### src/design/mips_pkg.sv
package mips_pkg;

    // ------------------------------------------------------------------------
    // Widths and vector types
    // ------------------------------------------------------------------------
    localparam int NB_DATA        = 32;
    localparam int NB_REG_ADDRESS = 5;

    typedef logic [NB_DATA-1:0]        data_t;
    typedef logic [NB_REG_ADDRESS-1:0] reg_addr_t;

    // ------------------------------------------------------------------------
    // Instruction encoding
    // ------------------------------------------------------------------------
    localparam logic [5:0] OP_RTYPE = 6'h00;
    localparam logic [5:0] OP_ADDI  = 6'h08;
    localparam logic [5:0] OP_ANDI  = 6'h0c;
    localparam logic [5:0] OP_ORI   = 6'h0d;
    localparam logic [5:0] OP_LUI   = 6'h0f;
    localparam logic [5:0] OP_LW    = 6'h23;
    localparam logic [5:0] OP_SW    = 6'h2b;

    // Function field, R-type only
    localparam logic [5:0] FN_ADDU = 6'h21;
    localparam logic [5:0] FN_SUBU = 6'h23;
    localparam logic [5:0] FN_AND  = 6'h24;
    localparam logic [5:0] FN_OR   = 6'h25;
    localparam logic [5:0] FN_XOR  = 6'h26;
    localparam logic [5:0] FN_SLT  = 6'h2a;

    localparam data_t INSTR_NOP  = 32'h0000_0000;
    localparam data_t INSTR_HALT = 32'hffff_ffff;

    typedef enum logic [2:0] {
        ALU_ADD = 3'd0,
        ALU_SUB = 3'd1,
        ALU_AND = 3'd2,
        ALU_OR  = 3'd3,
        ALU_XOR = 3'd4,
        ALU_SLT = 3'd5,
        ALU_LUI = 3'd6
    } alu_op_e;

    typedef struct packed {
        logic    reg_write;
        logic    mem_to_reg;
        logic    mem_write;
        logic    alu_src_imm;
        logic    reg_dst_rd;
        logic    zero_extend;
        alu_op_e alu_op;
    } ctrl_t;

    // ------------------------------------------------------------------------
    // Stage registers
    // ------------------------------------------------------------------------
    typedef struct packed {
        data_t instruction;
        data_t pc_plus_4;
    } if_id_t;

    typedef struct packed {
        ctrl_t     ctrl;
        data_t     ra_data;
        data_t     rb_data;
        data_t     immediate;
        reg_addr_t rt;
        reg_addr_t rd;
    } id_ex_t;

    typedef struct packed {
        logic      reg_write;
        logic      mem_to_reg;
        logic      mem_write;
        data_t     alu_result;
        data_t     store_data;
        reg_addr_t dest;
    } ex_mem_t;

    typedef struct packed {
        logic      reg_write;
        reg_addr_t dest;
        data_t     wb_data;
    } mem_wb_t;

endpackage

### src/design/execution.sv
`timescale 1ns/1ps

module execution (
    input  logic              i_clock,
    input  logic              i_rst,
    input  logic              i_run,
    input  mips_pkg::id_ex_t  i_id_ex,
    output mips_pkg::ex_mem_t o_ex_mem
);
    import mips_pkg::*;

    data_t     operand_a;
    data_t     operand_b;
    data_t     alu_result;
    reg_addr_t dest;

    assign operand_a = i_id_ex.ra_data;
    assign operand_b = i_id_ex.ctrl.alu_src_imm ? i_id_ex.immediate : i_id_ex.rb_data;

    // ------------------------------------------------------------------------
    // ALU
    // ------------------------------------------------------------------------
    always_comb begin
        case (i_id_ex.ctrl.alu_op)
            ALU_ADD: alu_result = operand_a + operand_b;
            ALU_SUB: alu_result = operand_a - operand_b;
            ALU_AND: alu_result = operand_a & operand_b;
            ALU_OR:  alu_result = operand_a | operand_b;
            ALU_XOR: alu_result = operand_a ^ operand_b;
            ALU_SLT: alu_result = {31'd0, $signed(operand_a) < $signed(operand_b)};
            ALU_LUI: alu_result = {i_id_ex.immediate[15:0], 16'h0000};
            default: alu_result = '0;
        endcase
    end

    // rd for R-type, rt for immediates and loads
    assign dest = i_id_ex.ctrl.reg_dst_rd ? i_id_ex.rd : i_id_ex.rt;

    always_ff @(posedge i_clock) begin
        if (i_rst) begin
            o_ex_mem <= '0;
        end else if (i_run) begin
            o_ex_mem <= '{
                reg_write:  i_id_ex.ctrl.reg_write,
                mem_to_reg: i_id_ex.ctrl.mem_to_reg,
                mem_write:  i_id_ex.ctrl.mem_write,
                alu_result: alu_result,
                store_data: i_id_ex.rb_data,
                dest:       dest
            };
        end
    end

endmodule

### config.mk
export PLATFORM = sky130hd
export DESIGN_NAME = execution
export DESIGN_NICKNAME = d
export VERILOG_FILES = /design/src/design/mips_pkg.sv /design/src/design/execution.sv
export SDC_FILE = /design/constraint.sdc
export NUM_CORES = 1
export LEC_CHECK = 0
export ABC_AREA = 1
export CORE_UTILIZATION = 45
export CTS_BUF_LIST = sky130_fd_sc_hd__clkbuf_4
export DETAILED_ROUTE_END_ITERATION = 10
export DONT_BUFFER_PORTS = 1
export MAX_ROUTING_LAYER = met4
export SLEW_MARGIN = 20
export SYNTH_ARGS = -nofsm -noshare
export SYNTH_HDL_FRONTEND = slang
export SYNTH_SLANG_ARGS = --single-unit
export TNS_END_PERCENT = 100
### constraint.sdc
create_clock -name i_clock -period 2.54 [get_ports i_clock]
set_input_delay 0.254 -clock i_clock [delete_from_list [all_inputs] [get_ports i_clock]]
set_output_delay 0.254 -clock i_clock [all_outputs]
set_load 0.01 [all_outputs]
# Word level (Yosys, flattened, before mapping)
# Cells that the tools add are included.
# word_totals
reg_bits,72
input_bits,118
# classes
n_reduce_logical,1
n_bitwise,3
muxes,3
addsub,2
order_cmp,1
n_eq_ne,6
# op_table
cell,n
32-bit case mux with 7 select lines,1
32-bit adder,1
32-bit bitwise AND,1
32-bit < comparator,1
32-bit two-way mux,1
32-bit bitwise OR,1
32-bit subtractor,1
32-bit XOR,1
3-bit == test (second input constant),3
3-bit by 2-bit == test with 1-bit output (second input constant),2
5-bit two-way mux,1
3-bit by 1-bit == test with 1-bit output (second input constant),1
3-bit zero test,1

# Depth between registers and ports, before layout
# logic_depth
ltp_word,3
ltp_mapped,22
depth_no_buf,20

# Worst setup path before layout
# OpenSTA, ideal clock, no wires.
# synth_timing
kind,input port to flip-flop
startpoint,input port i_id_ex[111] (netlist name)
endpoint,register o_ex_mem[37] (netlist name)
arrival_time_ns,2.525
path_buffers,2
setup_slack_ns,-0.117
stages,21
setup_time_ns,0.132
path_cell_list,clkbuf_1 -> clkbuf_1 -> nand2_1 -> o21ai_0 -> inv_1 -> ha_1 -> fa_1 -> inv_1 -> nand2_1 -> nand3_1 -> nand3_1 -> nand2_1 -> nand2_1 -> nand2_1 -> nand2_1 -> nand2_1 -> nand2_1 -> nand3_1 -> nand2_1 -> nand2_1 -> a21oi_1
# synth_via
elab_chain_len,3
word_cells_on_any_way,8
cone_classes,add/sub (2); order compare (1); mux (2); bitwise (3)
# synth_lines
element,line_no,rtl
from (decl),execution.sv:7,"input mips_pkg::id_ex_t i_id_ex,"
32-bit two-way mux *,execution.sv:18,assign operand_b = i_id_ex.ctrl.alu_src_imm ? i_id_ex.immediate : i_id_ex.rb_data;
32-bit subtractor (tied with other cells),execution.sv:26,ALU_SUB: alu_result = operand_a - operand_b;
32-bit case mux with 7 select lines *,execution.sv:24,case (i_id_ex.ctrl.alu_op)
to (signal assigned),execution.sv:43,o_ex_mem <= '{
to (decl),execution.sv:8,output mips_pkg::ex_mem_t o_ex_mem
# Every way passes the cells marked *; elsewhere a longest branch is shown, timed or not.
# A chain may end at the register's enable or synchronous reset.

# Final worst setup path
# layout_timing
startpoint,input port i_id_ex[111] (netlist name)
endpoint,register o_ex_mem[63] (netlist name)
# layout_via
elab_chain_len,3
word_cells_on_any_way,7
cone_classes,add/sub (2); mux (2); bitwise (3)
# layout_lines
element,line_no
32-bit two-way mux *,execution.sv:18
32-bit subtractor (tied with other cells),execution.sv:26
32-bit case mux with 7 select lines *,execution.sv:24
# Marks and branches as above.

==> metrics.txt <==
run status finished, final reports clean; Psw 1.954 mW; sw frac 0.4403; Finish-stage setup viols 0; initial antenna violation count 2; CP startpoint kind input pin; crit path kind in -> reg; Top Usage Layer GRT met2; min-delay src i_run; # IOs 190; global-route usage over all layers 0.3633; final core occ 0.5470; Final #Nets 2077; CORE AREA 20430 µm²; Area contributors post-synth nand2_1 (21%), dfxtp_1 (15%), ha_1 (14%), inv_1 (13%), nand3_1 (6.5%); met3 Usage GRT 0.04845; CP Max Fanout 64; cell area after layout 11170 µm²; post-synth top area share 0.2141; WL/cell about 18 µm; Cell Pwr Density ~400 nW/µm²; number of post-CTS setup repair buffers 0; DR pass1 iterations 6; met1 usage 0.4824; final worst path period need 2332 ps; Clock transition at path regs 110 ps; Placement Setup Slack -122.2 ps; Critical Path RT 2840 ps; layout cells sized above 1 0.1013; post-DR vias/cell 5.408; CTS Buf Count 9; crit path DAT between 2000 and 3000 ps; DP HPWL 31.94 mm; Rel. slew slack 0.5148; Fillers ~2200; RSZ-0062 raised after global routing no; TritonCTS clock tree done; clock sinks 72; Layout area overhead 17.81%; Crit. End Element flip-flop; DR iter-0 viols 1092; vias in the first global route 10639; WL final 38.98 mm; main combinational cell family by area after synthesis simple AND/OR/NAND/NOR gates; simple-gate share of the synthesized area 0.3824; Biggest register o_ex_mem; met2 usage 0.5710; fin. max-slew vios 0; cells after synthesis 1718; Max Cap Viol 0; final setup margin 207.7 ps; Clock Latency Late Sink 400 ps; count of input and output buffers 0; Synth async-reset ratio 0; Initial Utilization 0.4643; die area 21660 µm²; Compound-Gate Fraction of Synth Area 0.1517; clk buf depth 2; Die X 147.2 µm; multiplexer area fraction after synthesis 0; sequential area share after synthesis 0.1520; Cell Count, Final, Fillers Out 2127; final hold violation count 0; Syn Nets 1943; Main synth FF type dfxtp_1; Via Count 11503; Yosys cell types between 40 and 50; sequential share of power 0.296; first-pass GRT wire length 58.31 mm; flop and latch count out of synthesis 72; max reg flops 72; GPL Wtd Cong 1.016; Largest regs o_ex_mem x72; GRT overflow 0; Critical Path Start i_id_ex[111]; Die H 147.2 µm; Slew @ Worst Pin a little over 700 ps; Leakage 6.333 nW; Netlist Area Pre-Place 9485 µm²; pin count of the biggest net entering global routing 65; final clock period utilization by the worst path 0.9182; Post-synth EDFFs 0; placed insts 2071; Syn. warnings 0; Final ANT Viol Nets 0; FMAX 428.8 MHz; Clk pwr share 0.176; maximum vdd drop 0.5416 mV; htree depth 3; Comb pwr share 0.528; number of core rows between 50 and 60; hold crit path type in -> reg; internal power 2.484 mW; worst r2r src o_ex_mem[39]$_SDFFE_PP0P_; clk_skew 0 ps; XOR/XNOR Fraction of Synth Area 0.005540; PostCTS Resize Cnt 0; Clock Tree Root clkbuf_4; cts hold-fix bufs 39; DRC 0; Post-Synth Adder-Cell Area 0.1427; area leader, netlist nand2_1; Mapped Avg Cell Area about 5.5 µm²; total negative slack 0 ps; DP Area 10600 µm²
-- layout by cell type (no fill, tap or decap), types with 3 or more instances in the layout --
cell | Yosys | layout
o22ai_1 | 26 | 26
inv_1 | 332 | 331
clkbuf_4 | 0 | 10
o21ai_1 | 5 | 5
buf_4 | 4 | 139
nor2_1 | 164 | 164
nand2_1 | 541 | 541
dfxtp_1 | 72 | 72
nor3_1 | 16 | 16
o211ai_1 | 7 | 7
nor2_2 | 4 | 4
nand4_1 | 12 | 12
a221oi_1 | 18 | 18
nand2_2 | 5 | 5
a21oi_1 | 87 | 87
nand3b_1 | 3 | 3
dlygate4sd3_1 | 0 | 38
xor2_1 | 5 | 5
o21bai_1 | 7 | 7
ha_1 | 105 | 105
o21ai_0 | 90 | 90
nor4_1 | 3 | 3
buf_12 | 0 | 3
o221ai_1 | 3 | 3
nand3_1 | 123 | 123
inv_2 | 11 | 12
-- per-layer routing --
metal | up-vias | wire (µm)
met1 | 5266 | 17130
met3 | 57 | 3817
met2 | 569 | 17070
met5 | - | 0
met4 | 0 | 957
li1 | 5611 | -
-- synthesized netlist by cell type (16+ instances only) --
cell type  count
nand3_1      123
dfxtp_1       72
o21ai_0       90
o22ai_1       26
inv_1        332
a21oi_1       87
ha_1         105
nand2_1      541
nor2_1       164
clkbuf_1      28
a221oi_1      18
buf_2         19
nor3_1        16
-- per-stage QoR --
step                power, mW  hold slack [ps]
floorplan               2.716            388.9
global placement        3.523            330.3
detailed placement      3.534            330.2
CTS                     4.388           0.4891
global route            4.721            3.319
finish                  4.438            20.19
-- critical path, cell delays in order --
cell	delay [ps]
o21ai_0	550
ha_1	440
inv_1	130
nand2_1	120
nor2_1	240
nand2_1	90
nor3b_1	190
nand2_1	110
nand3_1	80
nand2_1	50
nand3_1	90
nand3_1	110
nand2_1	100
a21oi_1	60
-- logic make-up after synthesis --
| group | count (synthesis) |
|---|---|
| AO/OA/AOI/OAI | 251 |
| XOR/XNOR | 6 |
| adder cells (fa/ha/maj) | 107 |
| buffers and inverters | 400 |
| flip-flops | 72 |
| AND/OR/NAND/NOR | 882 |
-- final timing paths --
path	cells after the start	slack [ps]	end
max	14	210	o_ex_mem[63]$_SDFFE_PP0P_
min	2	20	o_ex_mem[9]$_SDFFE_PP0P_
max reg2reg	3	1280	o_ex_mem[39]$_SDFFE_PP0P_
min reg2reg	2	520	o_ex_mem[44]$_SDFFE_PP0P_
-- power by group through the flow --
| stage | clock network, mW | logic [mW] | registers (mW) |
|---|---|---|---|
| final | 0.781 | 2.34 | 1.31 |
| after global routing | 0.834 | 2.56 | 1.32 |
| after CTS | 0.795 | 2.28 | 1.31 |
| after detailed placement | 0 | 2.20 | 1.34 |
| after global placement | 0 | 2.18 | 1.34 |
| after floorplan | 0 | 1.41 | 1.31 |
-- area by class of cell --
class | instances | area (µm²) | share of cell area
Multi-Input combinational cell | 1246 | 6472 | 0.5792
Timing Repair Buffer | 180 | 1484 | 0.1328
Sequential cell | 72 | 1441 | 0.1290
Inverter | 343 | 1287 | 0.1152
Tap cell | 270 | 337.8 | 0.03023
Clock buffer | 10 | 75.07 | 0.006718
Clock inverter | 4 | 71.32 | 0.006382
Antenna cell | 2 | 5.005 | 0.0004479
No activity file was read; power rests on OpenSTA's default activity.
