$ cat config.mk
export PLATFORM = sky130hd
export DESIGN_NAME = instruction_fetch
export DESIGN_NICKNAME = d
export VERILOG_FILES = /design/src/design/mips_pkg.sv /design/src/design/instruction_fetch.sv
export SDC_FILE = /design/constraint.sdc
export NUM_CORES = 2
export LEC_CHECK = 0
export BUFFER_PORTS_ARGS = -buffer_cell sky130_fd_sc_hd__buf_2
export CAP_MARGIN = 20
export CELL_PAD_IN_SITES_DETAIL_PLACEMENT = 1
export CELL_PAD_IN_SITES_GLOBAL_PLACEMENT = 1
export CORE_MARGIN = 8
export CORE_UTILIZATION = 55
export CTS_CLUSTER_SIZE = 20
export DETAILED_ROUTE_END_ITERATION = 8
export MAX_ROUTING_LAYER = met4
export PLACE_DENSITY_LB_ADDON = 0.1
export SKIP_CTS_REPAIR_TIMING = 1
export SKIP_LAST_GASP = 1
export SYNTH_ARGS = -nofsm -noshare
export SYNTH_HDL_FRONTEND = slang
export SYNTH_SLANG_ARGS = --single-unit
$ cat constraint.sdc
create_clock -name i_clock -period 5.7 [get_ports i_clock]
set_input_delay 0 -clock i_clock [delete_from_list [all_inputs] [get_ports i_clock]]
set_output_delay 0 -clock i_clock [all_outputs]
set_load 0.01 [all_outputs]
$ cat src/design/mips_pkg.sv
package mips_pkg;

    // ------------------------------------------------------------------------
    // Widths and vector types
    // ------------------------------------------------------------------------
    localparam int NB_DATA        = 32;
    localparam int NB_REG_ADDRESS = 5;

    typedef logic [NB_DATA-1:0]        data_t;
    typedef logic [NB_REG_ADDRESS-1:0] reg_addr_t;

    // ------------------------------------------------------------------------
    // Instruction encoding
    // ------------------------------------------------------------------------
    localparam logic [5:0] OP_RTYPE = 6'h00;
    localparam logic [5:0] OP_ADDI  = 6'h08;
    localparam logic [5:0] OP_ANDI  = 6'h0c;
    localparam logic [5:0] OP_ORI   = 6'h0d;
    localparam logic [5:0] OP_LUI   = 6'h0f;
    localparam logic [5:0] OP_LW    = 6'h23;
    localparam logic [5:0] OP_SW    = 6'h2b;

    // Function field, R-type only
    localparam logic [5:0] FN_ADDU = 6'h21;
    localparam logic [5:0] FN_SUBU = 6'h23;
    localparam logic [5:0] FN_AND  = 6'h24;
    localparam logic [5:0] FN_OR   = 6'h25;
    localparam logic [5:0] FN_XOR  = 6'h26;
    localparam logic [5:0] FN_SLT  = 6'h2a;

    localparam data_t INSTR_NOP  = 32'h0000_0000;
    localparam data_t INSTR_HALT = 32'hffff_ffff;

    typedef enum logic [2:0] {
        ALU_ADD = 3'd0,
        ALU_SUB = 3'd1,
        ALU_AND = 3'd2,
        ALU_OR  = 3'd3,
        ALU_XOR = 3'd4,
        ALU_SLT = 3'd5,
        ALU_LUI = 3'd6
    } alu_op_e;

    typedef struct packed {
        logic    reg_write;
        logic    mem_to_reg;
        logic    mem_write;
        logic    alu_src_imm;
        logic    reg_dst_rd;
        logic    zero_extend;
        alu_op_e alu_op;
    } ctrl_t;

    // ------------------------------------------------------------------------
    // Stage registers
    // ------------------------------------------------------------------------
    typedef struct packed {
        data_t instruction;
        data_t pc_plus_4;
    } if_id_t;

    typedef struct packed {
        ctrl_t     ctrl;
        data_t     ra_data;
        data_t     rb_data;
        data_t     immediate;
        reg_addr_t rt;
        reg_addr_t rd;
    } id_ex_t;

    typedef struct packed {
        logic      reg_write;
        logic      mem_to_reg;
        logic      mem_write;
        data_t     alu_result;
        data_t     store_data;
        reg_addr_t dest;
    } ex_mem_t;

    typedef struct packed {
        logic      reg_write;
        reg_addr_t dest;
        data_t     wb_data;
    } mem_wb_t;

endpackage

$ cat src/design/instruction_fetch.sv
`timescale 1ns/1ps

module instruction_fetch #(
    parameter int NB_PROG_ADDRESS = 6
) (
    input  logic             i_clock,
    input  logic             i_rst,
    input  logic             i_run,
    input  logic             i_delete_program,
    input  logic             i_load_program_write_enable,
    input  logic [7:0]       i_load_program_byte,
    output mips_pkg::if_id_t o_if_id,
    output mips_pkg::data_t  o_pc,
    output logic             o_is_program_end
);
    import mips_pkg::*;

    localparam int N_PROG_WORDS = 2 ** NB_PROG_ADDRESS;

    data_t                      program_memory [N_PROG_WORDS];
    logic [NB_PROG_ADDRESS-1:0] load_address;
    logic [1:0]                 load_byte_index;
    logic [23:0]                load_partial_word;
    data_t                      fetched_instruction;
    logic                       fetched_halt;
    data_t                      pc_plus_4;

    // ------------------------------------------------------------------------
    // Program loader
    // ------------------------------------------------------------------------
    always_ff @(posedge i_clock) begin
        if (i_rst || i_delete_program) begin
            load_address    <= '0;
            load_byte_index <= '0;
        end else if (i_load_program_write_enable) begin
            load_byte_index <= load_byte_index + 2'd1;
            if (load_byte_index == 2'd3) begin
                load_address <= load_address + 1'b1;
            end
        end
    end

    // Most significant byte arrives first
    always_ff @(posedge i_clock) begin
        if (i_load_program_write_enable) begin
            load_partial_word <= {load_partial_word[15:0], i_load_program_byte};
            if (load_byte_index == 2'd3) begin
                program_memory[load_address] <= {load_partial_word, i_load_program_byte};
            end
        end
    end

    // ------------------------------------------------------------------------
    // PC, halt detection and IF/ID
    // ------------------------------------------------------------------------
    assign fetched_instruction = program_memory[o_pc[NB_PROG_ADDRESS+1:2]];
    assign fetched_halt        = (fetched_instruction == INSTR_HALT);
    assign pc_plus_4           = o_pc + 32'd4;

    always_ff @(posedge i_clock) begin
        if (i_rst || i_delete_program) begin
            o_pc             <= '0;
            o_is_program_end <= 1'b0;
            o_if_id          <= '{instruction: INSTR_NOP, pc_plus_4: '0};
        end else if (i_run) begin
            if (o_is_program_end || fetched_halt) begin
                // PC parks on the HALT word, pipeline drains with NOPs
                o_is_program_end <= 1'b1;
                o_if_id          <= '{instruction: INSTR_NOP, pc_plus_4: '0};
            end else begin
                o_pc    <= pc_plus_4;
                o_if_id <= '{instruction: fetched_instruction, pc_plus_4: pc_plus_4};
            end
        end
    end

    pc_frozen_at_end : assert property (
        @(posedge i_clock)
        (o_is_program_end && !i_rst && !i_delete_program) |=> $stable(o_pc)
    );

endmodule

# Word level (Yosys, flattened, before mapping)
# Memories as Yosys holds them, arrays and structs flattened. A register that Yosys moved wholly into a read port is not among the register bits.
# Index checks and enable logic that the tools add are counted.
[totals] register_bits=129 mem_bits_rw=2048 input_bits=13 output_inout_bits=97 n_memories=1
[op_classes] n_addsub=3 n_eq_ne=2 n_mux=6 bitwise=1 n_reduce_logical=5
[mem_list] name="program_memory" words=64 word_bits=32 rd=1 rd_ports_with_merged_regs=1 wr=1 line="instruction_fetch.sv:20" text="data_t program_memory [N_PROG_WORDS];"
[op_table] operator="$mux W64" count=1
[op_table] operator="$add A32 B3 Y32 const B" count=1
[op_table] operator="$eq A32 B32 Y1 const B" count=1
[op_table] operator="$mux W6" count=2
[op_table] operator="$add A6 B1 Y6 const B" count=1
[op_table] operator="$reduce_and A2 Y1" count=3
[op_table] operator="$mux W1" count=3
[op_table] operator="$add A2 B1 Y2 const B" count=1
[op_table] operator="$eq A2 B2 Y1 const B" count=1
[op_table] operator="$logic_or A1 B1 Y1" count=2
[op_table] operator="$not A1 Y1" count=1

# Longest topological paths before layout
[logic_depth] ltp_word=6 depth_mapped=20 mapped_depth_nobuf=11

# Worst setup path before layout
# OpenSTA, ideal clock, no wires.
[synth_path] path_kind="register -> register" from="register load_byte_index[0]" to="memory program_memory[48][0] (netlist bit) (enable)" t_arrival_ps=3170 t_required_ps=5239 slack_ps=2069 stages_incl_launch_ff=6 path_buffers=0 period_less_slack_ps=3631 path_cell_list="dfxtp_1 > ha_1 > nand2_1 > nor2_1 > nand2_1 > nor3_1"
[synth_via] elab_chain_len=4
[synth_rtl] item="start: declaration" line="instruction_fetch.sv:22" text="logic [1:0] load_byte_index;"
[synth_rtl] item="start signal: assignment" line="instruction_fetch.sv:36" text="load_byte_index <= load_byte_index + 2'd1;"
[synth_rtl] item="$eq A2 B2 Y1" line="instruction_fetch.sv:47" text="if (load_byte_index == 2'd3) begin"
[synth_rtl] item="$mux W1" line="instruction_fetch.sv:47"
[synth_rtl] item="$mux W1" line="instruction_fetch.sv:45" text="if (i_load_program_write_enable) begin"
[synth_rtl] item="$mux W1 (implied by the code)" line="instruction_fetch.sv:48" text="program_memory[load_address] <= {load_partial_word, i_load_program_byte};"
[synth_rtl] item="end: declaration" line="instruction_fetch.sv:20"
# No other way between the ends.

==> results.toml <==
[floorplanning]
io_pins = 110
die_h_microns = 407.8
coreArea_sq_um = 152300
chipWidth_microns = 407.8
rows = 143
start_util = 0.5544
die-area_sq_um = 166300

[synthesis]
synth_area_per_cell_sq_um = 20.30
synth_edf_count = 2072
synth_warnings = 0
synthTopCellsByArea = "edfxtp_1 74%, mux4_2 11%, mux2i_1 3.1%"
ys_ff_latch = 2179
syn-instance-count = 4158
yosysSeqAreaShare = 0.7625
ys_types = 90
netlist.area_leader.share = 0.7371
synth_area_sq_um = 84410
synth_ff_type = "edfxtp_1"
yosys.area.top_type = "edfxtp_1"
async_flop_share = 0

[power_and_ir_drop]
power.internal_uw = 25760
pwr-share-comb = 0.028
power_switching_uw = 6753
power.density_nw_per_um2 = 340.7
p_clk_frac = 0.430
p_leak_uw = 0.02969
swShare = 0.2077
vdd_drop_max_mv = 0.3209
p_seq_frac = 0.542

[clock_tree]
clockBufferDepth = 3
cts_buffers = 214
cts.sinks = 2179
clk_latency_ps = 860
cts-htree-levels = 4
clk_pin_slew_ps = 60
cts_tree = "done"
cts-root-buf = "clkbuf_16"

[grt]
grt_pass1_wl_microns = 372600
grt-ovfl-total = 0
grt.total_usage = 0.3284
grt_max_degree = 72
first_global_vias = 46435
antenna_found_initial = 13

[timing]
fmax_ghz = 0.1815
grt_setup_unrepaired = "false"
maxSlewHeadroom = 0.2234
hold_viol_final = 0
setup-tns-final_ps = 0
fin_skew_ps = 33.00
setup_viol = 0
fin_crit_sh = 0.9664
finalCriticalPeriod_ps = 5509
worst_pin_slew_ps = 1162
slew_violations = 0

[layout]
final_cells = 6735
final_layout_size_suffix_gt1_frac = 0.2495
syn_to_final_growth_pct = 13.09
layout.nets = 4530
nFillCells = 12573

[hold_path]
hp-class = "in2reg"

[worst_setup_path]
required_ps = 6470
worst-path-buf-inv = 2
worst_setup_path_start_kind = "register"
endpoint_kind = "register"
path_cells = "clkinv_1 -> nor3_1 -> o22ai_1 -> nor2_1 -> nand3_1 -> or4_4 -> o31ai_4 -> buf_4 -> o21ai_0 -> a21oi_1"
cpPeakStageDelay_ps = 1100
crit_arrival_ps = 6280
critPathKind = "reg2reg"
cp_top_family = "simple AND/OR/NAND/NOR gates"
cp_max_fo = 46
cp_slowest_cell = "nor3_1"

[detailed_routing]
antenna_left = 0
vias_per_cell = 6.876
vias = 46312
dr.first_iter.drc_count = 6765
routedWlPerCell_microns = 40.32
drt-total-wl_microns = 271600
drc = 0
drt-pass1-iter-count = 6

[place]
dpl.cell_count = 6309
dpl.hpwl_microns = 166500
place_congestion = 0.9464
io_buffers = 105

[run_status]
status = "finished, final reports clean"

[run]
max_cap_viol_count = 0
==> logic make-up (layout without fill, tap and decap cells) <==
group | Yosys count | after routing | synth area share
AO/OA/AOI/OAI | 444 | 444 | 0.03537
other | 1 | 16 | 0.00004443
XOR/XNOR | 33 | 33 | 0.003424
AND/OR/NAND/NOR | 560 | 560 | 0.03206
multiplexers | 686 | 686 | 0.1431
buffers and inverters | 252 | 784 | 0.02308
adder cells (fa/ha/maj) | 3 | 3 | 0.0004447
flip-flops | 2179 | 2179 | 0.7625
==> layer usage <==
layer | up-vias | global-route usage | part of all wire
li1 | 17904 | - | -
met1 | 24783 | 0.4384 | 0.38
met3 | 583 | 0.07264 | 0.10
met5 | - | - | 0
met4 | 0 | 0.1462 | 0.053
met2 | 3042 | 0.4914 | 0.46
==> synthesized netlist by cell type, drive strengths merged (31+ instances only) <==
cell type  count
mux2i        261
nand3         85
mux4         410
dfxtp        107
edfxtp      2072
buf          174
a21oi         68
o21ai         91
or3           31
nand2        180
nor2         119
clkbuf        58
o22ai         69
a22oi         74
==> through the flow <==
stage | utilization | cell area (sq um) | setup WS [ps] | hold WS (ps) | total power, uW
after global placement | 0.5797 | 88260 | 195.0 | 416.0 | 18820
after detailed placement | 0.5801 | 88330 | 404.0 | 417.8 | 18850
after global routing | 0.6268 | 95440 | 163.1 | 211.8 | 33130
after floorplan | - | 84420 | 2069 | 98.87 | 18460
final | 0.6269 | 95460 | 191.4 | 189.2 | 32520
after CTS | 0.6250 | 95170 | 331.4 | -470.4 | 32570
==> final timing paths <==
path	start	end	slack, ps	cells past startpoint
worst max register to register	register	o_pc[9]	190	10
worst min register to register	o_if_id[12]	o_if_id[12]	440	2
worst min-delay path	i_load_program_byte[1]	program_memory[52][1]	190	2
worst max-delay path	register	o_pc[9]	190	10
==> power groups by stage <==
stage | combinational (uW) | clock, uW | sequential (uW)
after detailed placement | 880 | 0 | 18000
after global routing | 939 | 14600 | 17600
after CTS | 881 | 14100 | 17600
after global placement | 853 | 0 | 18000
final | 906 | 14000 | 17600
after floorplan | 412 | 0 | 18100
==> cell type report <==
cell class	instances	area, sq um	share of cell area
timing repair buffer	371	2989	0.03131
tap	2030	2540	0.02661
antenna	12	30.03	0.0003146
multi-input combinational	1730	18610	0.1950
clock buffer	269	5697	0.05968
clock inverter	126	1142	0.01197
inverter	18	68.82	0.0007209
sequential	2179	64380	0.6744
==> flip-flops by register name, summed over array words and instances (netlist names), named ones only <==
signal             cells
load_address           6
load_byte_index        2
load_partial_word     24
o_if_id               62
o_is_program_end       1
o_pc                  30
program_memory      2048
==> cell usage in the layout, fill, tap and decap left out, types with 53 or more instances in the layout <==
master	n
nand2_1	178
edfxtp_1	2072
buf_4	218
nor2_4	63
a22oi_1	74
dfxtp_1	101
mux4_2	394
nand3_1	85
o22ai_1	69
a21oi_1	68
nor2_1	55
clkinv_1	53
buf_2	105
o21ai_0	65
clkbuf_16	218
mux2i_1	261
Note: power is estimated with default switching activity, not from simulation.
