$ cat config.mk
export PLATFORM = sky130hd
export DESIGN_NAME = instruction_decode
export DESIGN_NICKNAME = d
export VERILOG_FILES = /design/src/design/mips_pkg.sv /design/src/design/register_bank.sv /design/src/design/instruction_decode.sv
export SDC_FILE = /design/constraint.sdc
export NUM_CORES = 2
export LEC_CHECK = 0
export BUFFER_PORTS_ARGS = -buffer_cell sky130_fd_sc_hd__buf_2
export CAP_MARGIN = 10
export CORE_UTILIZATION = 35
export DETAILED_ROUTE_END_ITERATION = 16
export GPL_TIMING_DRIVEN = 1
export PLACE_DENSITY = 0.51
export RECOVER_POWER = 25
export SYNTH_ARGS = -nofsm -noshare
export SYNTH_HDL_FRONTEND = slang
export SYNTH_SLANG_ARGS = --single-unit
$ cat constraint.sdc
create_clock -name i_clock -period 2.5 [get_ports i_clock]
set_input_delay 0.125 -clock i_clock [delete_from_list [all_inputs] [get_ports i_clock]]
set_output_delay 0.125 -clock i_clock [all_outputs]
set_load 0.03 [all_outputs]
$ cat src/design/mips_pkg.sv
package mips_pkg;

    // ------------------------------------------------------------------------
    // Widths and vector types
    // ------------------------------------------------------------------------
    localparam int NB_DATA        = 32;
    localparam int NB_REG_ADDRESS = 5;

    typedef logic [NB_DATA-1:0]        data_t;
    typedef logic [NB_REG_ADDRESS-1:0] reg_addr_t;

    // ------------------------------------------------------------------------
    // Instruction encoding
    // ------------------------------------------------------------------------
    localparam logic [5:0] OP_RTYPE = 6'h00;
    localparam logic [5:0] OP_ADDI  = 6'h08;
    localparam logic [5:0] OP_ANDI  = 6'h0c;
    localparam logic [5:0] OP_ORI   = 6'h0d;
    localparam logic [5:0] OP_LUI   = 6'h0f;
    localparam logic [5:0] OP_LW    = 6'h23;
    localparam logic [5:0] OP_SW    = 6'h2b;

    // Function field, R-type only
    localparam logic [5:0] FN_ADDU = 6'h21;
    localparam logic [5:0] FN_SUBU = 6'h23;
    localparam logic [5:0] FN_AND  = 6'h24;
    localparam logic [5:0] FN_OR   = 6'h25;
    localparam logic [5:0] FN_XOR  = 6'h26;
    localparam logic [5:0] FN_SLT  = 6'h2a;

    localparam data_t INSTR_NOP  = 32'h0000_0000;
    localparam data_t INSTR_HALT = 32'hffff_ffff;

    typedef enum logic [2:0] {
        ALU_ADD = 3'd0,
        ALU_SUB = 3'd1,
        ALU_AND = 3'd2,
        ALU_OR  = 3'd3,
        ALU_XOR = 3'd4,
        ALU_SLT = 3'd5,
        ALU_LUI = 3'd6
    } alu_op_e;

    typedef struct packed {
        logic    reg_write;
        logic    mem_to_reg;
        logic    mem_write;
        logic    alu_src_imm;
        logic    reg_dst_rd;
        logic    zero_extend;
        alu_op_e alu_op;
    } ctrl_t;

    // ------------------------------------------------------------------------
    // Stage registers
    // ------------------------------------------------------------------------
    typedef struct packed {
        data_t instruction;
        data_t pc_plus_4;
    } if_id_t;

    typedef struct packed {
        ctrl_t     ctrl;
        data_t     ra_data;
        data_t     rb_data;
        data_t     immediate;
        reg_addr_t rt;
        reg_addr_t rd;
    } id_ex_t;

    typedef struct packed {
        logic      reg_write;
        logic      mem_to_reg;
        logic      mem_write;
        data_t     alu_result;
        data_t     store_data;
        reg_addr_t dest;
    } ex_mem_t;

    typedef struct packed {
        logic      reg_write;
        reg_addr_t dest;
        data_t     wb_data;
    } mem_wb_t;

endpackage

$ cat src/design/register_bank.sv
`timescale 1ns/1ps

module register_bank (
    input  logic                i_clock,
    input  logic                i_rst,
    input  logic                i_write_enable,
    input  mips_pkg::reg_addr_t i_write_address,
    input  mips_pkg::data_t     i_write_data,
    input  mips_pkg::reg_addr_t i_read_address_a,
    input  mips_pkg::reg_addr_t i_read_address_b,
    input  mips_pkg::reg_addr_t i_debug_read_address,
    output mips_pkg::data_t     o_read_data_a,
    output mips_pkg::data_t     o_read_data_b,
    output mips_pkg::data_t     o_debug_read_data
);
    import mips_pkg::*;

    localparam int N_REGISTERS = 2 ** NB_REG_ADDRESS;

    data_t registers [N_REGISTERS];
    logic  write_valid;

    // r0 is hardwired, so its writes are dropped here
    assign write_valid = i_write_enable && (i_write_address != '0);

    always_ff @(posedge i_clock) begin
        if (i_rst) begin
            for (int i = 0; i < N_REGISTERS; i++) begin
                registers[i] <= '0;
            end
        end else if (write_valid) begin
            registers[i_write_address] <= i_write_data;
        end
    end

    // Write-first bypass covers the last cycle of the producer/consumer gap
    assign o_read_data_a = (write_valid && (i_read_address_a == i_write_address)) ?
                           i_write_data : registers[i_read_address_a];
    assign o_read_data_b = (write_valid && (i_read_address_b == i_write_address)) ?
                           i_write_data : registers[i_read_address_b];

    assign o_debug_read_data = registers[i_debug_read_address];

    // Both read ports see zero for r0, through the bypass or the storage
    r0_stays_zero : assert property (
        @(posedge i_clock) disable iff (i_rst)
        ((i_read_address_a != '0) || (o_read_data_a == '0)) &&
        ((i_read_address_b != '0) || (o_read_data_b == '0))
    );

endmodule

$ cat src/design/instruction_decode.sv
`timescale 1ns/1ps

module instruction_decode (
    input  logic                i_clock,
    input  logic                i_rst,
    input  logic                i_run,
    input  mips_pkg::if_id_t    i_if_id,
    input  mips_pkg::mem_wb_t   i_mem_wb,
    input  mips_pkg::reg_addr_t i_debug_read_reg_address,
    output mips_pkg::id_ex_t    o_id_ex,
    output mips_pkg::data_t     o_debug_read_reg
);
    import mips_pkg::*;

    logic [5:0]  opcode;
    logic [5:0]  funct;
    logic [15:0] imm;
    reg_addr_t   rs;
    reg_addr_t   rt;
    reg_addr_t   rd;
    ctrl_t       ctrl;
    data_t       immediate;
    data_t       ra_data;
    data_t       rb_data;

    assign opcode = i_if_id.instruction[31:26];
    assign rs     = i_if_id.instruction[25:21];
    assign rt     = i_if_id.instruction[20:16];
    assign rd     = i_if_id.instruction[15:11];
    assign imm    = i_if_id.instruction[15:0];
    assign funct  = i_if_id.instruction[5:0];

    // ------------------------------------------------------------------------
    // Control decoding
    // ------------------------------------------------------------------------
    always_comb begin
        ctrl = '0;
        case (opcode)
            OP_RTYPE: begin
                ctrl.reg_write  = 1'b1;
                ctrl.reg_dst_rd = 1'b1;
                case (funct)
                    FN_ADDU: ctrl.alu_op = ALU_ADD;
                    FN_SUBU: ctrl.alu_op = ALU_SUB;
                    FN_AND:  ctrl.alu_op = ALU_AND;
                    FN_OR:   ctrl.alu_op = ALU_OR;
                    FN_XOR:  ctrl.alu_op = ALU_XOR;
                    FN_SLT:  ctrl.alu_op = ALU_SLT;
                    // NOP falls in here with function 0
                    default: ctrl = '0;
                endcase
            end
            OP_ADDI: begin
                ctrl.reg_write   = 1'b1;
                ctrl.alu_src_imm = 1'b1;
                ctrl.alu_op      = ALU_ADD;
            end
            OP_ANDI, OP_ORI, OP_LUI: begin
                ctrl.reg_write   = 1'b1;
                ctrl.alu_src_imm = 1'b1;
                ctrl.zero_extend = 1'b1;
                ctrl.alu_op      = (opcode == OP_ANDI) ? ALU_AND :
                                   (opcode == OP_ORI)  ? ALU_OR  : ALU_LUI;
            end
            OP_LW: begin
                ctrl.reg_write   = 1'b1;
                ctrl.mem_to_reg  = 1'b1;
                ctrl.alu_src_imm = 1'b1;
                ctrl.alu_op      = ALU_ADD;
            end
            OP_SW: begin
                ctrl.mem_write   = 1'b1;
                ctrl.alu_src_imm = 1'b1;
                ctrl.alu_op      = ALU_ADD;
            end
            // HALT and unknown opcodes
            default: ctrl = '0;
        endcase
    end

    assign immediate = ctrl.zero_extend ? {16'h0000, imm} : {{16{imm[15]}}, imm};

    register_bank u_register_bank (
        .i_clock              (i_clock                 ),
        .i_rst                (i_rst                   ),
        .i_write_enable       (i_mem_wb.reg_write      ),
        .i_write_address      (i_mem_wb.dest           ),
        .i_write_data         (i_mem_wb.wb_data        ),
        .i_read_address_a     (rs                      ),
        .i_read_address_b     (rt                      ),
        .i_debug_read_address (i_debug_read_reg_address),
        .o_read_data_a        (ra_data                 ),
        .o_read_data_b        (rb_data                 ),
        .o_debug_read_data    (o_debug_read_reg        )
    );

    always_ff @(posedge i_clock) begin
        if (i_rst) begin
            o_id_ex <= '0;
        end else if (i_run) begin
            o_id_ex <= '{ctrl: ctrl, ra_data: ra_data, rb_data: rb_data,
                         immediate: immediate, rt: rt, rd: rd};
        end
    end

endmodule

-- Word level (Yosys, flattened, before mapping)
Memories as Yosys holds them, arrays and structs flattened. A register that Yosys moved wholly into a read port is not among the register bits.
Index checks and enable logic that the tools add are counted.
- register bits after elaboration: 51
- bits in writable memories: 1024
- bits of input ports: 110
- output and inout bits: 147
- word-level logic and storage cells: 51
- memories: 1
- equal/unequal tests: 12
- mux-type cells: 20
- reductions and logical operators: 8
- memories (memory ; depth ; bits a word ; read ports ; clocked after memory_dff ; write ports ; line ; source):
    u_register_bank.registers ; 32 ; 32 ; 3 ; 2 ; 32 ; register_bank.sv:20 ; data_t registers [N_REGISTERS];
- operators with widths (operator ; number):
    32-bit 2-to-1 mux ; 2
    6-bit == test, second input constant ; 8
    32-bit OR reduction ; 1
    6-bit by 4-bit == test with 1-bit output, second input constant ; 4
    3-bit case mux with 5 select lines ; 1
    6-bit OR reduction ; 2
    1-bit case mux with 2 select lines ; 5
    1-bit 2-to-1 mux ; 7
    6-bit logical NOT ; 1
    3-bit 2-to-1 mux ; 2
    6-bit 2-to-1 mux ; 1
    3-bit case mux with 2 select lines ; 1
    5-bit 2-to-1 mux ; 1
    5-bit nonzero test ; 1
    5-bit OR reduction ; 1
    3-bit OR reduction ; 1
    1-bit logical AND ; 1

-- Longest topological paths before layout
- word-level depth: 7
- depth in mapped cells: 11
- mapped depth without buffers: 6

-- Modules after synthesis
From an unflattened synthesis, not the netlist that was laid out.
- cell total of the unflattened synthesis: 4211
- area, all modules: 65076.2 µm²
- by module, submodules not included (module ; instances ; cells each ; area each (µm²) ; seq. area each (µm²)):
    register_bank ; 1 ; 3852 ; 61420.2 ; 30749.5
    instruction_decode ; 1 ; 359 ; 3656.0 ; 1901.8

-- Worst setup path after synthesis
OpenSTA, ideal clock, no wires.
- kind: input port to output port
- start: input port i_debug_read_reg_address[0]
- end: output port o_debug_read_reg[18]
- data arrival time: 2.029 ns
- data required time: 2.375 ns
- slack: 0.346 ns
- stages: 6
- buffers on the path: 3
- path through: clkbuf_1 buf_6 buf_2 mux4_2 mux4_2 mux2_2
- longest elaborated chain between the ends: 1
- ends and longest elaborated chain (item ; line ; source):
    start: declaration ; instruction_decode.sv:9 ; input mips_pkg::reg_addr_t i_debug_read_reg_address,
    memory read 32 x 32 bit ; n/a ;
    end: declaration ; instruction_decode.sv:11 ; output mips_pkg::data_t o_debug_read_reg
Every way passes these cells.

==> results.md <==
* Full die area at 0.194 sq mm
* Run status: finished with violations
* Reg2reg path depth at 7
* Share of layout cells above drive strength 1 at 31.7%
* Placeable Area at 0.191 sq mm
* Met3 routed WL at 31700 um
* Avg Cell Area, Syn at 14.2 sq um
* CP endpoint kind: output port
* CP startpoint kind: register
* Distinct cells, synth at 63
* Number of fill cells at 17381
* Max Freq at 338 MHz
* DR WL/cell at 38.7 um
* Setup skew after layout at 44.3 ps
* Area grow syn2layout at 19.5%
* Die W at 440 um
* Initial drt markers at 6536
* Area contributors post-synth: edfxtp_1 (46%), mux4_2 (23%), and2_1 (9.0%)
* Fin crit share at 118%
* Total power divided by cell area at 656 mW/mm^2
* WL met2 at 135000 um
* Root buf cell: clkbuf_16
* Most frequent CP cell: mux4_2
* Yosys top cell by area: edfxtp_1
* DRT Pass-1 Iters at 5
* Highest routed layer: met5
* Largest net degree at the start of global routing at 70
* Layout Nets at 5231
* Static Leakage at 28.8 nW
* Starting density of the core at 35.3%
* Dominant cell by count in the synthesized netlist: edfxtp_1
* CP Max Fanout at 3
* Yosys top cell area share at 45.7%
* EDFF count, synth at 1024
* Antenna violations before repair at 44
* CTS tree: built
* Peak VDD IR at 0.000492 V
* Via Count at 48735
* I/O pins at 257
* DP HPWL at 191000 um
* Port Buffer Count at 224
* H-tree levels at 4
* CP required at 2380 ps
* Post-synth ARST share at 0%
* Total Wirelength at 301000 um
* Synth warn at 0
* Max Root-Sink Buffers at 3
* Post-Route M1 WL at 113000 um
* Clock latency on the worst-skew pair at 820 ps
* Reg area at 0.0327 sq mm
* Vias per Instance at 6.28
* First-pass GRT wire length at 405000 um
* Violated checks: setup timing
* Crit-path max cell delay at 530 ps
* Pre-CTS setup slack at 9.04 ps
* RR Endpoint: o_id_ex[57]
* Vias in the first global route at 47690
* Grt total ovfl at 0
* Seq/Total Area, Yosys at 48.5%
* Slew Limit Fails at 0
* GR Util All Layers at 30.7%
* Most used DFF post-synth: edfxtp_1
* Setup WS post-layout at -460 ps
* Post-Syn Area at 0.0673 sq mm
* Num CTS Buffers at 137
* R2R Path Start: u_register_bank.registers[9][15]
* Type of the worst setup path: reg -> out
* Multi-input gate area at 0.0325 sq mm
* Die H at 440 um
* CP endpoint: o_debug_read_reg[10]
* Minimum setup slack among reg-to-reg paths at 210 ps
* Syn Inst Count at 4729
* RSZ-0062 raised after global routing: yes
* Setup Viol. Count Final at 259
* Crit path from: u_register_bank.registers[30][10]
* Worst path arrival time at 2830 ps
* Tmin final at 2960 ps
* FP Rows at 160
* Number of remaining DRC errors at 0
* Slew margin rel. at 0.467%
* Hold Path Class: in -> reg
* Worst-Margin Slew at 1490 ps
* CTS clk-pin slew, worst paths at 60 ps
* Crit path cell chain: mux4_2 > mux4_2 > mux2_2 > buf_2
* Max-cap viol count at 0
* Hold slack at 83.0 ps
* Commonest cells in the netlist: edfxtp_1 (1024), and2_1 (971), mux4_2 (676)
* Final hold vios at 0
* Synthesized flop and latch total at 1119
* Slowest CP cell: mux4_2
* Num Clock Sinks at 1119
* GP Congestion at 0.916
* Antenna-violating nets left at 0
-- layout make-up --
cell class	instances	area share [%]
tap	2511	3.91
inverter	7	0.0327
antenna	15	0.0467
clock inverter	73	1.11
timing repair buffer	764	9.14
multi-input combinational	3092	40.4
clock buffer	179	4.74
sequential	1119	40.6
-- critical path: cells and delay by family (launching register included) --
kind | cells | cell delay [ps]
muxes | 3 | 1380
DFF | 1 | 450
buffers and inverters | 1 | 200
-- worst min path at each step --
stage	startpoint	end	depth (start not counted)
global route	i_if_id[50]	o_id_ex[7]	4
floorplan	i_mem_wb[4]	o_id_ex[46]	2
detailed placement	i_if_id[40]	o_id_ex[18]	3
finish	i_mem_wb[34]	u_register_bank.registers[28][20]	5
global placement	i_if_id[46]	o_id_ex[24]	3
CTS	i_if_id[56]	o_id_ex[91]	5
-- routing by layer --
metal  global-route usage (%)  vias up
met5                        0        -
li1                         -    19252
met4                     18.2        4
met3                     7.48      759
met2                     47.4     3396
met1                     39.1    25324
-- timing repair --
item,4_1_cts,5_1_grt
hold endpoints to repair,801,0
endpoints found under the setup margin,32,32
hold buffers,69,0
setup buffers,44,14
resized for setup,87,1
-- metrics by stage --
stage               total power, mW  util, %  area [sq um]  setup TNS [ps]  std cells
global placement               31.5     39.2         74800               0       7366
detailed placement             31.5     39.2         74800               0       7366
global route                   54.0     42.2         80400          -39740       7747
floorplan                      27.6        -         67400               0       4760
CTS                            52.8     42.4         80800          -12480       7731
finish                         52.7     42.2         80400          -38220       7760
-- layout by cell type, fill, tap and decap left out, types with 33 or more instances in the layout --
cell type | netlist | final
mux4_2 | 676 | 676
nor2_1 | 137 | 120
clkbuf_1 | 357 | 109
and2_0 | 0 | 53
clkbuf_16 | 0 | 143
nand3_1 | 42 | 42
buf_4 | 72 | 273
buf_12 | 0 | 153
buf_6 | 19 | 33
mux2i_1 | 473 | 473
dfxtp_1 | 95 | 95
a21oi_1 | 94 | 94
and2_1 | 971 | 916
dlygate4sd3_1 | 0 | 69
buf_2 | 65 | 112
nor3_1 | 54 | 54
a22oi_1 | 167 | 167
edfxtp_1 | 1024 | 1024
nand2_1 | 99 | 99
-- logic make-up (layout without fill, tap and decap cells) --
logic type                count (synthesis)  after routing  synth area share, %
and+or+nand+nor                        1388           1388                 11.9
DFF                                    1119           1119                 48.5
xor gates and xnor gates                 12             12                0.156
muxes                                  1182           1182                 30.2
buffers and inverters                   549           1023                 3.80
AOI/OAI and AO/OA                       478            478                 5.37
other                                     1             47              0.00557
-- power breakdown --
| part | leakage (nW) | switching, mW | internal [mW] | total [mW] |
|---|---|---|---|---|
| Sequential | 10.5 | 0.896 | 21.5 | 22.4 |
| Combinational | 16.0 | 5.20 | 4.01 | 9.21 |
| Clock | 2.28 | 8.80 | 12.3 | 21.1 |
-- registers in the layout, summed over array words and instances, names as in the netlist --
signal and count:
u_register_bank.registers 1024, o_id_ex 95
No activity file was read; power rests on OpenSTA's default activity.
